`config.mk`:
```
export PLATFORM = sky130hd
export DESIGN_NAME = colorPipe
export DESIGN_NICKNAME = d
export VERILOG_FILES = /design/src/hw/palPkg.sv /design/src/hw/colorPipe.sv
export SDC_FILE = /design/constraint.sdc
export NUM_CORES = 1
export LEC_CHECK = 0
export BUFFER_PORTS_ARGS = -buffer_cell sky130_fd_sc_hd__buf_2
export CORE_UTILIZATION = 45
export CTS_CLUSTER_DIAMETER = 40
export DETAILED_ROUTE_END_ITERATION = 6
export PLACE_DENSITY = 0.75
export SLEW_MARGIN = 0
export SYNTH_ARGS = -nofsm -noshare
export SYNTH_HDL_FRONTEND = slang
export SYNTH_SLANG_ARGS = --single-unit
```
`constraint.sdc`:
```
create_clock -name CLK_48M -period 1.35 [get_ports CLK_48M]
set_clock_uncertainty 0.15 [all_clocks]
set_input_delay 0.27 -clock CLK_48M [delete_from_list [all_inputs] [get_ports CLK_48M]]
set_output_delay 0.27 -clock CLK_48M [all_outputs]
set_load 0.02 [all_outputs]
```
`src/hw/palPkg.sv`:
```
package palPkg;

	// ========================================================================
	// Widths and address map
	// ========================================================================

	// Widest palette index, module parameters may narrow it
	localparam int PAL_ADDR_BITS = 12;

	// Byte address width of the register space
	localparam int AXI_ADDR_BITS = 14;

	// Control register sits just above the palette window
	localparam logic [AXI_ADDR_BITS-1:0] CTRL_ADDR = 14'h2000;

	// AXI response codes
	localparam logic [1:0] RESP_OKAY   = 2'b00;
	localparam logic [1:0] RESP_SLVERR = 2'b10;

	// ========================================================================
	// Palette and video types
	// ========================================================================

	// Palette word, dark bit on top then the three channel LSBs
	typedef struct packed {
		logic       dark;
		logic       rLsb;
		logic       gLsb;
		logic       bLsb;
		logic [3:0] r;
		logic [3:0] g;
		logic [3:0] b;
	} palEntry_t;

	typedef struct packed {
		logic [7:0] r;
		logic [7:0] g;
		logic [7:0] b;
	} rgb_t;

	// Pixel index from the video side
	typedef struct packed {
		logic                     valid;
		logic [PAL_ADDR_BITS-1:0] index;
	} pixReq_t;

	typedef struct packed {
		logic valid;
		rgb_t color;
	} pixOut_t;

	// CPU write into the palette memory
	// Byte enable bit 0 covers entry bits 7:0
	typedef struct packed {
		logic                     en;
		logic                     bank;
		logic [PAL_ADDR_BITS-1:0] index;
		logic [1:0]               be;
		palEntry_t                entry;
	} palWrite_t;

	// Bank in data bit 0, shadow in data bit 1
	typedef struct packed {
		logic shadow;
		logic bank;
	} palCtrl_t;

	// ========================================================================
	// AXI4-Lite channels
	// ========================================================================

	typedef struct packed {
		logic                     valid;
		logic [AXI_ADDR_BITS-1:0] addr;
	} axiAw_t;

	typedef struct packed {
		logic        valid;
		logic [31:0] data;
		logic [3:0]  strb;
	} axiW_t;

	typedef struct packed {
		logic                     valid;
		logic [AXI_ADDR_BITS-1:0] addr;
	} axiAr_t;

	typedef struct packed {
		logic       valid;
		logic [1:0] resp;
	} axiB_t;

	typedef struct packed {
		logic        valid;
		logic [31:0] data;
		logic [1:0]  resp;
	} axiR_t;

	// Decoded access target
	typedef enum logic {
		spacePal  = 1'b0,
		spaceCtrl = 1'b1
	} regSpace_e;

endpackage

```
`src/hw/colorPipe.sv`:
```
module colorPipe import palPkg::*; #(
	parameter int PAL_ADDR_BITS = palPkg::PAL_ADDR_BITS
) (
	input  logic                     CLK_48M,
	input  logic                     nRESET,
	input  pixReq_t                  pixIn,
	input  palCtrl_t                 ctrl,
	input  palEntry_t                vidRdData,
	output logic [PAL_ADDR_BITS-1:0] vidRdIndex,
	output logic                     vidBank,
	output pixOut_t                  pixOut
);

	// Stage 1 side band, RAM holds the entry itself
	logic       s1Valid;
	logic       s1Shadow;

	// Stage 2, 7-bit channel values, bit 6 flags underflow
	logic       s2Valid;
	logic       s2Shadow;
	logic [6:0] s2R;
	logic [6:0] s2G;
	logic [6:0] s2B;

	// Stage 3 output registers
	logic       outValid;
	rgb_t       outColor;

	// 6-bit channel is value, LSB, then value MSB repeated
	// Dark bit takes one step off
	function automatic logic [6:0] widenDark(logic [3:0] val, logic lsb, logic dark);
		return {1'b0, val, lsb, val[3]} - {6'd0, dark};
	endfunction

	// Clamp at zero, stretch to 8 bits, optional halving
	function automatic logic [7:0] expandShade(logic [6:0] chan, logic shadow);
		logic [7:0] full;
		full = chan[6] ? 8'd0 : {chan[5:0], chan[4:3]};
		return shadow ? {1'b0, full[7:1]} : full;
	endfunction

	// Bank and index go straight to the RAM, sampled on the request edge
	assign vidRdIndex = pixIn.index[PAL_ADDR_BITS-1:0];
	assign vidBank = ctrl.bank;

	// ========================================================================
	// Valid chain
	// ========================================================================

	always_ff @(posedge CLK_48M or negedge nRESET) begin
		if (!nRESET) begin
			s1Valid <= 1'b0;
			s2Valid <= 1'b0;
			outValid <= 1'b0;
		end else begin
			s1Valid <= pixIn.valid;
			s2Valid <= s1Valid;
			outValid <= s2Valid;
		end
	end

	// Shadow travels with its pixel
	always_ff @(posedge CLK_48M) begin
		s1Shadow <= ctrl.shadow;
		s2Shadow <= s1Shadow;
		// Widen and subtract dark
		s2R <= widenDark(vidRdData.r, vidRdData.rLsb, vidRdData.dark);
		s2G <= widenDark(vidRdData.g, vidRdData.gLsb, vidRdData.dark);
		s2B <= widenDark(vidRdData.b, vidRdData.bLsb, vidRdData.dark);
		// Clamp, expand, shade
		outColor.r <= expandShade(s2R, s2Shadow);
		outColor.g <= expandShade(s2G, s2Shadow);
		outColor.b <= expandShade(s2B, s2Shadow);
	end

	always_comb begin
		pixOut.valid = outValid;
		pixOut.color = outColor;
	end

endmodule

```
==> flow_metrics.tcl <==
set metrics [dict create \
    slew-limit-headroom_pct 83.99 \
    finalHoldViolations 0 \
    diodes 0 \
    dr.pass1.iters 4 \
    rows 22 \
    grt_max_degree 25 \
    fmax_ghz 0.8237 \
    startpoint_type "flip-flop" \
    die_x_um 64.30 \
    num_vias 1052 \
    crit_cells 1 \
    vias_per_cell 4.329 \
    drtAntennaViolNets 0 \
    cts_buffer_depth 2 \
    synthesis.nets 199 \
    clk_pin_slew_ns 0.08 \
    cts_tree "yes" \
    io_pins 71 \
    coreArea_mm2 0.003689 \
    period_share_pct 89.93 \
    drc 0 \
    period_needed_ns 1.214 \
    clock-root-buffer "clkbuf_8" \
    numCtsBuffers 5 \
    portBuffers 44 \
    finalSetupTns_ns 0 \
    arrival_ns 0.79 \
    avgSynthCellArea_um2 11.05 \
    grt_overflow 0 \
    drv_slew 0 \
    clk_latency_ns 0.29 \
    yosysWarnings 0 \
    grt_antenna_before_repair 0 \
    p_per_area_mw_per_mm2 1352 \
    detail_route.iter0.violations 25 \
    peakVddDrop_mv 0.5057 \
    worst_path_max_delay_cell "dfrtp_1" \
    rsz0062_at_grt "no" \
    synth_cells 158 \
    tightest_slew_ns 0.2382 \
    cts_setup_buffers 0 \
    p_leak_nw 0.9868 \
    synth.yosys.seq_area_share_pct 54.73 \
    drv_cap 0 \
    post_cts_resized 0 \
    cts_sinks 47 \
    drive_gt1_share_pct 29.23 \
    fin_nets 236 \
    critical_path.top_delay_family "flip-flops" \
    finalWirelength_um 2399 \
    crit_chain "buf_2" \
    critPathBufInv 1 \
    required_ns 0.93 \
    grt_pass1_vias 881 \
    area_delta_synth_final_pct 15.69 \
    criticalPathCategory "reg -> out" \
    synth_cell_types 21 \
    r2r_cells 3 \
    ys_ff_latch 47 \
    start_util_pct 47.35 \
    fin_util_pct 54.78 \
    crit_fanout 1 \
    die_h_um 64.30 \
    grt_pass1_wl_um 3822 \
    wl_per_cell_um 9.872 \
    hp-class "in -> reg" \
    h-tree-depth 2 \
    hold_path_depth 2 \
    slowest_delay_ns 0.36 \
    fp.dieArea_mm2 0.004134 \
    dp.final_hpwl_um 1953 \
    status "finished clean" \
    crit_path_end_kind "output pin" \
    track_usage_pct 12.43 \
    hold_buffers 4 \
    setup_viol_count_final 0 \
    synth_area_mm2 0.001747 \
    place.gp.congestion 0.7421 \
]
## Yosys cell counts
cell | n | share of area (%)
ha_1 | 8 | 5.7
xor2_1 | 5 | 2.5
and4bb_1 | 1 | 0.72
a21oi_1 | 6 | 1.7
nor2_2 | 1 | 0.36
dfrtp_1 | 3 | 4.3
nand2b_1 | 6 | 2.1
dfxtp_1 | 44 | 50
nor4_2 | 2 | 1.4
buf_6 | 1 | 0.64
nor2_1 | 16 | 3.4
inv_1 | 10 | 2.1
buf_8 | 1 | 0.86
nor3b_1 | 3 | 1.3
and4bb_2 | 1 | 0.72
xnor2_1 | 8 | 4.0
nand3b_1 | 1 | 0.43
mux2i_1 | 12 | 6.9
nand2_1 | 9 | 1.9
nor3_1 | 2 | 0.57
buf_4 | 18 | 7.7
## routing by layer
metal,routed length (um),vias to the layer above,part of all wire [%],global-route usage (%)
li1,-,555,-,-
met1,1117,445,47,14.77
met2,971,30,40,16.97
met3,176,22,7.3,5.357
met4,133,0,5.5,10.56
met5,0,-,0,0
## power by group
part	internal [mW]	leakage [nW]	total (mW)	switching, mW
clock network	0.401	0.0470	0.799	0.398
registers	1.51	0.405	1.55	0.0400
logic	0.161	0.535	0.385	0.224
total	2.07	0.987	2.73	0.662
## placed cells by master, fill, tap and decap left out, types with 4 or more instances in the layout
| cell type | netlist | layout |
|---|---|---|
| buf_2 | 0 | 44 |
| dfxtp_1 | 44 | 44 |
| nor2_1 | 16 | 16 |
| mux2i_1 | 12 | 12 |
| inv_1 | 10 | 10 |
| nand2_1 | 9 | 9 |
| xnor2_1 | 8 | 8 |
| ha_1 | 8 | 8 |
| nand2b_1 | 6 | 6 |
| a21oi_1 | 6 | 6 |
| clkbuf_8 | 0 | 6 |
| xor2_1 | 5 | 5 |
| dlygate4sd3_1 | 0 | 4 |
## final cells by class
| type | count | area [um2] |
|---|---|---|
| fillers | 356 | 1668 |
| flip-flops and latches | 47 | 955.9 |
| multi-input cells | 81 | 591.8 |
| repair buffers | 50 | 287.8 |
| clock buffers | 6 | 82.58 |
| well taps | 48 | 60.06 |
| inverters | 10 | 37.54 |
| clock inverters | 1 | 5.005 |
## state kept, by name, summed over array words and instances (netlist names)
name and count:
pixOut 21, s2B 7, s2G 7, s2R 7, outValid 1, s1Shadow 1, s1Valid 1, s2Shadow 1
s2Valid 1
## cell families (layout without fill, tap and decap cells)
kind of cell / Yosys count / count (layout) / share of synthesized area (%)
flip-flops: 47 / 47 / 54.73
AND/OR/NAND/NOR: 42 / 42 / 13.04
buffers and inverters: 30 / 67 / 11.39
XOR/XNOR: 13 / 13 / 6.519
multiplexers: 12 / 12 / 6.877
adder cells (fa/ha/maj): 8 / 8 / 5.731
AO/OA/AOI/OAI: 6 / 6 / 1.719
## path summary, 6_finish.rpt
| path | from | end | slack (ns) |
|---|---|---|---|
| min | vidRdData[3] | s2B[6]$_DFF_P_ | 0.01 |
| max in group asynchronous | nRESET | outValid$_DFF_PN0_ | 0.80 |
| max | outValid$_DFF_PN0_ | pixOut[24] | 0.14 |
| min in group asynchronous | nRESET | s2Valid$_DFF_PN0_ | 0.15 |
| max reg2reg | s2Shadow$_DFF_P_ | pixOut[12]$_DFF_P_ | 0.28 |
| min reg2reg | s1Shadow$_DFF_P_ | s2Shadow$_DFF_P_ | 0.18 |
## through the flow
stage / hold WS [ns] / cell area [um2] / setup slack (ns) / std cells / total power, mW
CTS: 0.001394 / 2021 / 0.1090 / 243 / 2.770
global placement: -0.08503 / 1893 / 0.04399 / 232 / 1.956
detailed placement: -0.08112 / 1893 / 0.03429 / 232 / 1.964
global route: 0.01478 / 2021 / 0.09908 / 243 / 2.853
floorplan: -0.1756 / 1747 / 0.1611 / 158 / 1.887
finish: 0.01364 / 2021 / 0.1360 / 243 / 2.733
(Power assumes the default switching activity.)
