[src/hw/palPkg.sv]
package palPkg;

	// ========================================================================
	// Widths and address map
	// ========================================================================

	// Widest palette index, module parameters may narrow it
	localparam int PAL_ADDR_BITS = 12;

	// Byte address width of the register space
	localparam int AXI_ADDR_BITS = 14;

	// Control register sits just above the palette window
	localparam logic [AXI_ADDR_BITS-1:0] CTRL_ADDR = 14'h2000;

	// AXI response codes
	localparam logic [1:0] RESP_OKAY   = 2'b00;
	localparam logic [1:0] RESP_SLVERR = 2'b10;

	// ========================================================================
	// Palette and video types
	// ========================================================================

	// Palette word, dark bit on top then the three channel LSBs
	typedef struct packed {
		logic       dark;
		logic       rLsb;
		logic       gLsb;
		logic       bLsb;
		logic [3:0] r;
		logic [3:0] g;
		logic [3:0] b;
	} palEntry_t;

	typedef struct packed {
		logic [7:0] r;
		logic [7:0] g;
		logic [7:0] b;
	} rgb_t;

	// Pixel index from the video side
	typedef struct packed {
		logic                     valid;
		logic [PAL_ADDR_BITS-1:0] index;
	} pixReq_t;

	typedef struct packed {
		logic valid;
		rgb_t color;
	} pixOut_t;

	// CPU write into the palette memory
	// Byte enable bit 0 covers entry bits 7:0
	typedef struct packed {
		logic                     en;
		logic                     bank;
		logic [PAL_ADDR_BITS-1:0] index;
		logic [1:0]               be;
		palEntry_t                entry;
	} palWrite_t;

	// Bank in data bit 0, shadow in data bit 1
	typedef struct packed {
		logic shadow;
		logic bank;
	} palCtrl_t;

	// ========================================================================
	// AXI4-Lite channels
	// ========================================================================

	typedef struct packed {
		logic                     valid;
		logic [AXI_ADDR_BITS-1:0] addr;
	} axiAw_t;

	typedef struct packed {
		logic        valid;
		logic [31:0] data;
		logic [3:0]  strb;
	} axiW_t;

	typedef struct packed {
		logic                     valid;
		logic [AXI_ADDR_BITS-1:0] addr;
	} axiAr_t;

	typedef struct packed {
		logic       valid;
		logic [1:0] resp;
	} axiB_t;

	typedef struct packed {
		logic        valid;
		logic [31:0] data;
		logic [1:0]  resp;
	} axiR_t;

	// Decoded access target
	typedef enum logic {
		spacePal  = 1'b0,
		spaceCtrl = 1'b1
	} regSpace_e;

endpackage

[src/hw/palAxiSlave.sv]
module palAxiSlave import palPkg::*; #(
	parameter int PAL_ADDR_BITS = palPkg::PAL_ADDR_BITS
) (
	input  logic                     CLK_48M,
	input  logic                     nRESET,
	input  axiAw_t                   aw,
	input  axiW_t                    w,
	input  axiAr_t                   ar,
	input  logic                     bready,
	input  logic                     rready,
	input  palEntry_t                cpuRdData,
	output logic                     awready,
	output logic                     wready,
	output logic                     arready,
	output axiB_t                    b,
	output axiR_t                    r,
	output palWrite_t                palWr,
	output logic [PAL_ADDR_BITS-1:0] cpuRdIndex,
	output palCtrl_t                 ctrl
);

	// One sequencer for both directions, so a single transaction at a time
	typedef enum logic [1:0] {
		stIdle,
		stWrResp,
		stRdWait,
		stRdResp
	} axiState_e;

	axiState_e  state;
	regSpace_e  wrSpace;
	regSpace_e  rdSpace;
	regSpace_e  rdSpaceQ;
	logic       wrHit;
	logic       rdHit;
	logic       rdHitQ;
	logic       wrAccept;
	logic       rdAccept;
	logic       bValid;
	logic [1:0] bResp;
	logic       rValid;
	logic [31:0] rData;
	logic [1:0] rResp;

	// Upper half of the space is control, lower half palette
	function automatic regSpace_e decodeSpace(logic [AXI_ADDR_BITS-1:0] addr);
		return addr[AXI_ADDR_BITS-1] ? spaceCtrl : spacePal;
	endfunction

	// Palette hit only inside the configured bank size
	// Control hit only on the exact register address
	function automatic logic decodeHit(logic [AXI_ADDR_BITS-1:0] addr);
		logic palHit;
		palHit = (addr >> (PAL_ADDR_BITS + 1)) == '0;
		return (decodeSpace(addr) == spacePal) ? palHit : (addr == CTRL_ADDR);
	endfunction

	assign wrSpace = decodeSpace(aw.addr);
	assign wrHit   = decodeHit(aw.addr);
	assign rdSpace = decodeSpace(ar.addr);
	assign rdHit   = decodeHit(ar.addr);

	// AW and W go together, writes win over a read in the same cycle
	assign wrAccept = (state == stIdle) && aw.valid && w.valid;
	assign rdAccept = (state == stIdle) && ar.valid && !(aw.valid && w.valid);

	assign awready = wrAccept;
	assign wready  = wrAccept;
	assign arready = rdAccept;

	// ========================================================================
	// Palette RAM CPU port
	// ========================================================================

	// Write lands in the RAM on the accepting edge
	always_comb begin
		palWr = '0;
		palWr.en = wrAccept && (wrSpace == spacePal) && wrHit && (|w.strb[1:0]);
		palWr.bank = ctrl.bank;
		palWr.index[PAL_ADDR_BITS-1:0] = aw.addr[PAL_ADDR_BITS:1];
		palWr.be = w.strb[1:0];
		palWr.entry = palEntry_t'(w.data[15:0]);
	end

	// Byte address is index times two
	assign cpuRdIndex = ar.addr[PAL_ADDR_BITS:1];

	// ========================================================================
	// Sequencer and control register
	// ========================================================================

	always_ff @(posedge CLK_48M or negedge nRESET) begin
		if (!nRESET) begin
			state <= stIdle;
			ctrl <= '0;
			bValid <= 1'b0;
			rValid <= 1'b0;
		end else begin
			case (state)
				stIdle: begin
					if (wrAccept) begin
						state <= stWrResp;
						bValid <= 1'b1;
						// Only the low byte lane holds control bits
						if (wrSpace == spaceCtrl && wrHit && w.strb[0]) begin
							ctrl <= palCtrl_t'(w.data[1:0]);
						end
					end else if (rdAccept) begin
						state <= stRdWait;
					end
				end
				stWrResp: begin
					// Response held until the master takes it
					if (bready) begin
						bValid <= 1'b0;
						state <= stIdle;
					end
				end
				stRdWait: begin
					// RAM output is ready this cycle
					rValid <= 1'b1;
					state <= stRdResp;
				end
				stRdResp: begin
					if (rready) begin
						rValid <= 1'b0;
						state <= stIdle;
					end
				end
				default: state <= stIdle;
			endcase
		end
	end

	// Response payload, stable while valid is high
	always_ff @(posedge CLK_48M) begin
		if (wrAccept) begin
			bResp <= wrHit ? RESP_OKAY : RESP_SLVERR;
		end
		if (rdAccept) begin
			rdSpaceQ <= rdSpace;
			rdHitQ <= rdHit;
		end
		if (state == stRdWait) begin
			if (!rdHitQ) begin
				rData <= '0;
				rResp <= RESP_SLVERR;
			end else if (rdSpaceQ == spacePal) begin
				rData <= {16'd0, cpuRdData};
				rResp <= RESP_OKAY;
			end else begin
				rData <= {30'd0, ctrl};
				rResp <= RESP_OKAY;
			end
		end
	end

	always_comb begin
		b.valid = bValid;
		b.resp = bResp;
		r.valid = rValid;
		r.data = rData;
		r.resp = rResp;
	end

endmodule

[config.mk]
export PLATFORM = sky130hd
export DESIGN_NAME = palAxiSlave
export DESIGN_NICKNAME = d
export VERILOG_FILES = /design/src/hw/palPkg.sv /design/src/hw/palAxiSlave.sv
export SDC_FILE = /design/constraint.sdc
export NUM_CORES = 1
export LEC_CHECK = 0
export BUFFER_PORTS_ARGS = -buffer_cell sky130_fd_sc_hd__buf_2
export CORE_ASPECT_RATIO = 0.8
export CORE_MARGIN = 2
export CORE_UTILIZATION = 37
export DETAILED_ROUTE_END_ITERATION = 8
export PLACE_DENSITY = 0.84
export SLEW_MARGIN = 10
export SYNTH_ARGS = -nofsm -noshare
export SYNTH_HDL_FRONTEND = slang
export SYNTH_SLANG_ARGS = --single-unit
[constraint.sdc]
create_clock -name CLK_48M -period 2.6 [get_ports CLK_48M]
set_clock_uncertainty 0.1 [all_clocks]
set_input_delay 0.52 -clock CLK_48M [delete_from_list [all_inputs] [get_ports CLK_48M]]
set_output_delay 0.52 -clock CLK_48M [all_outputs]
set_load 0.05 [all_outputs]
==> impl_metrics.env, run 1 <==
export IMPL_overflow=0
export IMPL_finalCritPeriodShare_pct=84.13
export IMPL_drive_gt1_share_pct=56.34
export IMPL_num_io_pins=174
export IMPL_worstPathMaxFanout=7
export IMPL_path_buf_inv=1
export IMPL_crit_type="reg -> out"
export IMPL_root_buffer="clkbuf_8"
export IMPL_multi_input_area_um2=391.6
export IMPL_hold_viol_final=0
export IMPL_die_area_um2=4770
export IMPL_power_mw=1.829
export IMPL_wl_mm=2.835
export IMPL_ant_nets=0
export IMPL_rsz0062_at_grt="false"
export IMPL_syn_to_final_growth_pct=18.55
export IMPL_clockBufferDepth=2
export IMPL_dpl_hpwl_mm=2.431
export IMPL_cts_sinks=26
export IMPL_wl_per_cell_um=10.50
export IMPL_drc=0
export IMPL_crit_required_ns=1.98
export IMPL_h_tree_depth=1
export IMPL_synth_cells=146
export IMPL_pre_cts_ws_ns=0.5056
export IMPL_first_iter_violations=22
export IMPL_cts_resized=0
export IMPL_critPathTopFamily="simple AND/OR/NAND/NOR gates"
export IMPL_die_width_um=76.72
export IMPL_synth_xor_area_share_pct=0
export IMPL_layout_setup_ws_ns=0.4126
export IMPL_grt_max_degree=19
export IMPL_synthSimpleGateAreaFrac_pct=15.51
export IMPL_min_period_ns=2.187
export IMPL_hp_class="in -> reg"
export IMPL_max_freq_mhz=457.2
export IMPL_relSlewSlack_pct=58.35
export IMPL_maxSlewViolCount=0
export IMPL_ys_ff_latch=26
export IMPL_clkLatencyLatePin_ns=0.26
export IMPL_yosysWarningCount=0
export IMPL_p_per_area_nw_per_um2=985.9
export IMPL_muxShareOfSynthArea_pct=3.437
export IMPL_yosysSeqAreaShare_pct=47.96
export IMPL_syn_area_um2=1565
export IMPL_regArea_um2=750.7
export IMPL_worst_pin_slew_ns=0.6225
export IMPL_grt_pass1_vias=950
export IMPL_coreArea_um2=4125
export IMPL_cts_made_buffers=3
export IMPL_fillers=404
export IMPL_crit_chain="or3_4 -> nor3_2 -> buf_2"
export IMPL_peakVddDrop_mv=0.4093
export IMPL_dr_pass1_iters=4
export IMPL_io_buffers=109
export IMPL_layout_common_cells="buf_2 (109), edfxtp_1 (20), conb_1 (18), and2_1 (15), nand2_1 (8)"
export IMPL_clk_pin_slew_ns=0.08
export IMPL_diodes=0
export IMPL_startpoint_type="flop"
export IMPL_finalSetupTns_ns=0
export IMPL_setup_viol_count_final=0
export IMPL_cts_tree="done"
export IMPL_placed_cell_area_um2=1774
export IMPL_post_cts_setup_buffer_count=0
export IMPL_reg2reg_slack_ns=0.93
export IMPL_fin_util_pct=44.98
export IMPL_synth_adder_area_share_pct=0
export IMPL_finish_net_count=301
export IMPL_vias=1094
export IMPL_start_util_pct=37.94
export IMPL_critPathArrivalTime_ns=1.57
export IMPL_num_rows=21
export IMPL_stdcell_area_um2=1856
export IMPL_syn_avg_cell_area_um2=10.72
export IMPL_ctsHoldBuffers=1
export IMPL_gr_usage_all_layers_pct=11.01
export IMPL_antenna_found_initial=0
export IMPL_chipHeight_um=62.18
export IMPL_via_per_inst=4.052
export IMPL_synthDistinctLibCells=23
export IMPL_max_cap_viol_count=0
export IMPL_grt_pass1_wl_mm=4.215
export IMPL_p_leak_nw=0.9542
export IMPL_status="finished clean"
export IMPL_layout_commonest_cell="buf_2"
export IMPL_synth_top_family_by_area="buffers and inverters"
export IMPL_synth_compound_area_share_pct=1.439
export IMPL_cp_slowest_cell="dfrtp_1"
export IMPL_place_gp_congestion=0.7152
export IMPL_end_kind="primary output"
export IMPL_critPathMaxStageDelay_ns=0.44
==> state kept, by name (all words and copies together) (netlist names) <==
signal    flops
ctrl          2
rdSpaceQ      1
rValid        1
bValid        1
rdHitQ        1
state         2
rResp         1
bResp         1
rData        16
==> cell type report <==
class                      instances  share of cell area, %
clock inverter                     1                  1.618
timing repair buffer             111                  30.34
tap                               57                  3.844
sequential                        26                  40.46
clock buffer                       3                  2.225
inverter                           2                 0.4046
multi-input combinational         70                  21.11
==> synth_stat cells <==
| cell type | n | area (um^2) |
|---|---|---|
| nor4b_1 | 1 | 8.760 |
| dfrtp_1 | 6 | 150.1 |
| edfxtp_1 | 20 | 600.6 |
| nor2_4 | 1 | 11.26 |
| buf_4 | 64 | 480.5 |
| a21o_1 | 1 | 7.510 |
| or3_4 | 1 | 11.26 |
| clkbuf_1 | 1 | 3.750 |
| nor2b_1 | 1 | 6.260 |
| nor2_1 | 6 | 22.52 |
| conb_1 | 1 | 3.750 |
| nor3_1 | 3 | 15.01 |
| inv_2 | 1 | 3.750 |
| inv_1 | 1 | 3.750 |
| o21ai_0 | 3 | 15.01 |
| and2_1 | 15 | 93.84 |
| nand2_2 | 1 | 6.260 |
| nor4_1 | 4 | 25.02 |
| nand2_1 | 8 | 30.03 |
| nand4_1 | 2 | 12.51 |
| mux2_2 | 1 | 11.26 |
| mux2i_1 | 2 | 20.02 |
| mux2_1 | 2 | 22.52 |
==> cells by family (layout without fill, tap and decap cells) <==
group | count (synthesis) | in the layout
AOI/OAI and AO/OA | 4 | 4
buffers and inverters | 67 | 117
DFF | 26 | 26
muxes | 5 | 5
other | 1 | 18
and+or+nand+nor | 43 | 43
==> report_power, final <==
group	internal, mW	switching [mW]	total [mW]
clock	0.206	0.119	0.324
sequential	0.604	0.0558	0.660
combinational	0.171	0.674	0.845
total	0.980	0.849	1.83
==> metrics by stage <==
stage | hold slack, ns | instances
finish | 0.3499 | 270
global route | 0.3320 | 270
CTS | 0.3472 | 270
global placement | 0.2514 | 265
floorplan | 0.1244 | 163
detailed placement | 0.2543 | 265
==> final timing paths <==
kind                                              to            startpoint  cells after the start
worst max-delay path                       palWr[31]  state[1]$_DFFE_PN0P_                      3
worst min-delay path              rdSpaceQ$_DFFE_PP_                ar[13]                      1
worst max register to register   ctrl[1]$_DFFE_PN0P_  state[1]$_DFFE_PN0P_                      5
worst min register to register    rValid$_DFFE_PN0P_    rValid$_DFFE_PN0P_                      1
max in group asynchronous        ctrl[1]$_DFFE_PN0P_                nRESET                      2
min in group asynchronous       state[1]$_DFFE_PN0P_                nRESET                      2
==> routing by layer <==
| metal | share of wire (%) | GRT usage [%] |
|---|---|---|
| met3 | 9.5 | 1.890 |
| met2 | 55 | 20.29 |
| met1 | 36 | 12.09 |
| met4 | 0 | 5.682 |
| met5 | 0 | 0 |
(Power assumes the default switching activity.)
==> run 2, diff against run 1 <==
--- a/config.mk
+++ b/config.mk
@@ -8,9 +8,9 @@
 export BUFFER_PORTS_ARGS = -buffer_cell sky130_fd_sc_hd__buf_2
 export CORE_ASPECT_RATIO = 0.8
 export CORE_MARGIN = 2
-export CORE_UTILIZATION = 37
+export CORE_UTILIZATION = 31
 export DETAILED_ROUTE_END_ITERATION = 8
-export PLACE_DENSITY = 0.84
+export PLACE_DENSITY = 0.75
 export SLEW_MARGIN = 10
 export SYNTH_ARGS = -nofsm -noshare
 export SYNTH_HDL_FRONTEND = slang
==> constraint.sdc (replaced) <==
create_clock -name CLK_48M -period 2 [get_ports CLK_48M]
set_clock_uncertainty 0.1 [all_clocks]
set_input_delay 0.4 -clock CLK_48M [delete_from_list [all_inputs] [get_ports CLK_48M]]
set_output_delay 0.4 -clock CLK_48M [all_outputs]
set_load 0.05 [all_outputs]
==> run 2 against run 1 <==
  * Critical path depth stayed put
  * Sequential power is 26% higher
  * Worst setup slack worse by 0.34 ns
  * Sequential share of layout area is 0.19 points lower
  * Non-clock buffer count is 2 higher
  * Largest power group unchanged
  * Total power is 26% higher
  * Global-route usage is 0.76 points lower
  * Sequential cell count stayed put
==> impl_metrics.env, run 2 (same netlist as run 1, synthesis figures left out) <==
export IMPL_status="finished clean"
export IMPL_clkLatencyLatePin_ns=0.26
export IMPL_drc=0
export IMPL_diodes=0
export IMPL_clk_pin_slew_ns=0.08
export IMPL_gr_usage_all_layers_pct=10.26
export IMPL_num_io_pins=174
export IMPL_p_int_mw=1.181
export IMPL_maxSlewViolCount=0
export IMPL_layout_commonest_cell="buf_2"
export IMPL_vias=1136
export IMPL_h_tree_depth=1
export IMPL_grt_pass1_wl_mm=4.429
export IMPL_grt_pass1_vias=903
export IMPL_die_area_um2=5637
export IMPL_finish_net_count=303
export IMPL_relSlewSlack_pct=50.26
export IMPL_hp_class="in -> reg"
export IMPL_first_iter_violations=42
export IMPL_wl_per_cell_um=11.48
export IMPL_antenna_found_initial=0
export IMPL_dp_cells=271
export IMPL_peakVddDrop_mv=0.5684
export IMPL_worst_pin_slew_ns=0.7434
export IMPL_layout_common_cells="buf_2 (108), edfxtp_1 (20), conb_1 (18), and2_1 (15), nand2_1 (8)"
export IMPL_max_freq_mhz=518.6
export IMPL_min_period_ns=1.928
export IMPL_seq_power_share_pct=36.1
export IMPL_p_per_area_nw_per_um2=1233
export IMPL_rsz0062_at_grt="false"
export IMPL_crit_type="reg -> out"
export IMPL_critPathArrivalTime_ns=1.43
export IMPL_stdcell_area_um2=1864
export IMPL_power_switching_share_pct=48.61
export IMPL_max_cap_viol_count=0
export IMPL_wl_mm=3.181
export IMPL_placed_cell_area_um2=1795
export IMPL_finalNonFillerCells=277
export IMPL_worstPathMaxFanout=3
export IMPL_cts_tree="done"
export IMPL_dpl_hpwl_mm=2.687
export IMPL_root_buffer="clkbuf_8"
export IMPL_dr_pass1_iters=4
export IMPL_finalSetupTns_ns=0
export IMPL_end_kind="primary output"
export IMPL_cts_made_buffers=3
export IMPL_syn_to_final_growth_pct=19.10
export IMPL_combPwrFrac_pct=51.1
export IMPL_regMostFlops="rData"
export IMPL_chipHeight_um=67.56
export IMPL_drive_gt1_share_pct=57.21
export IMPL_setup_viol_count_final=0
export IMPL_p_clk_share_pct=12.8
export IMPL_p_sw_mw=1.117
export IMPL_p_leak_nw=0.9536
export IMPL_start_util_pct=31.62
export IMPL_finalCritPeriodShare_pct=96.42
export IMPL_die_width_um=83.45
export IMPL_crit_required_ns=1.50
export IMPL_io_buffers=109
export IMPL_reg_top3="rData: 16 flops, ctrl: 2 flops, state: 2 flops"
export IMPL_coreArea_um2=4950
export IMPL_hold_viol_final=0
export IMPL_startpoint_type="flop"
export IMPL_cts_sinks=26
export IMPL_overflow=0
export IMPL_place_gp_congestion=0.6699
export IMPL_num_rows=23
export IMPL_clockBufferDepth=2
export IMPL_via_per_inst=4.101
export IMPL_largest_reg_flops=16
export IMPL_grt_max_degree=18
export IMPL_ant_nets=0
==> run 2: layer usage <==
layer,GRT usage (%),share of wire (%)
met1,12.75,41
met2,18.04,49
met3,1.345,9.1
met4,5.040,1.4
met5,0,0
==> run 2: final timing paths <==
path	startpoint	end	slack, ns	cells after the start
worst max-delay path	state[1]$_DFFE_PN0P_	palWr[31]	0.07	3
worst min-delay path	ar[13]	rdSpaceQ$_DFFE_PP_	0.23	1
worst max register to register	state[1]$_DFFE_PN0P_	ctrl[0]$_DFFE_PN0P_	0.42	5
worst min register to register	rValid$_DFFE_PN0P_	rValid$_DFFE_PN0P_	0.38	1
max in group asynchronous	nRESET	ctrl[1]$_DFFE_PN0P_	1.25	2
min in group asynchronous	nRESET	rValid$_DFFE_PN0P_	0.40	2
==> run 2: repair_timing <==
item,in CTS,in global routing
buffers inserted,1,0
hold buffers,1,0
resized for setup,2,0
endpoints found under the setup margin,3,0
hold endpoints to repair,6,0
==> run 2: power by group through the flow <==
stage	logic, mW	registers (mW)	clock network (mW)
floorplan	0.625	1.26	0
CTS	1.18	0.832	0.307
global placement	1.14	0.852	0
global route	1.24	0.853	0.324
detailed placement	1.15	0.856	0
finish	1.17	0.830	0.294
==> run 2: through the flow <==
step                      utilization (%)  hold WS, ns  power [mW]  setup WS [ns]
after floorplan                         -     0.004409       1.889        0.01121
after global placement              36.27       0.1310       1.993         0.1555
after detailed placement            36.27       0.1331       2.008         0.1466
after CTS                           37.66       0.2172       2.322        0.06091
after global routing                37.66       0.2298       2.414       0.002740
final                               37.66       0.2270       2.299        0.07162
==> run 2: final cells by class <==
type / count / area, um^2
Clock buffer: 4 / 45.04
Fill cell: 516 / 3085
Sequential cell: 26 / 750.7
Timing Repair Buffer: 113 / 584.3
Inverter: 2 / 7.507
Multi-Input combinational cell: 70 / 399.1
Tap cell: 62 / 77.57
==> run 2: critical path, cell delays in order, from the launching register on <==
cell	delay, ns
dfrtp_1	0.39
or3_4	0.41
nor3_2	0.18
buf_6	0.18
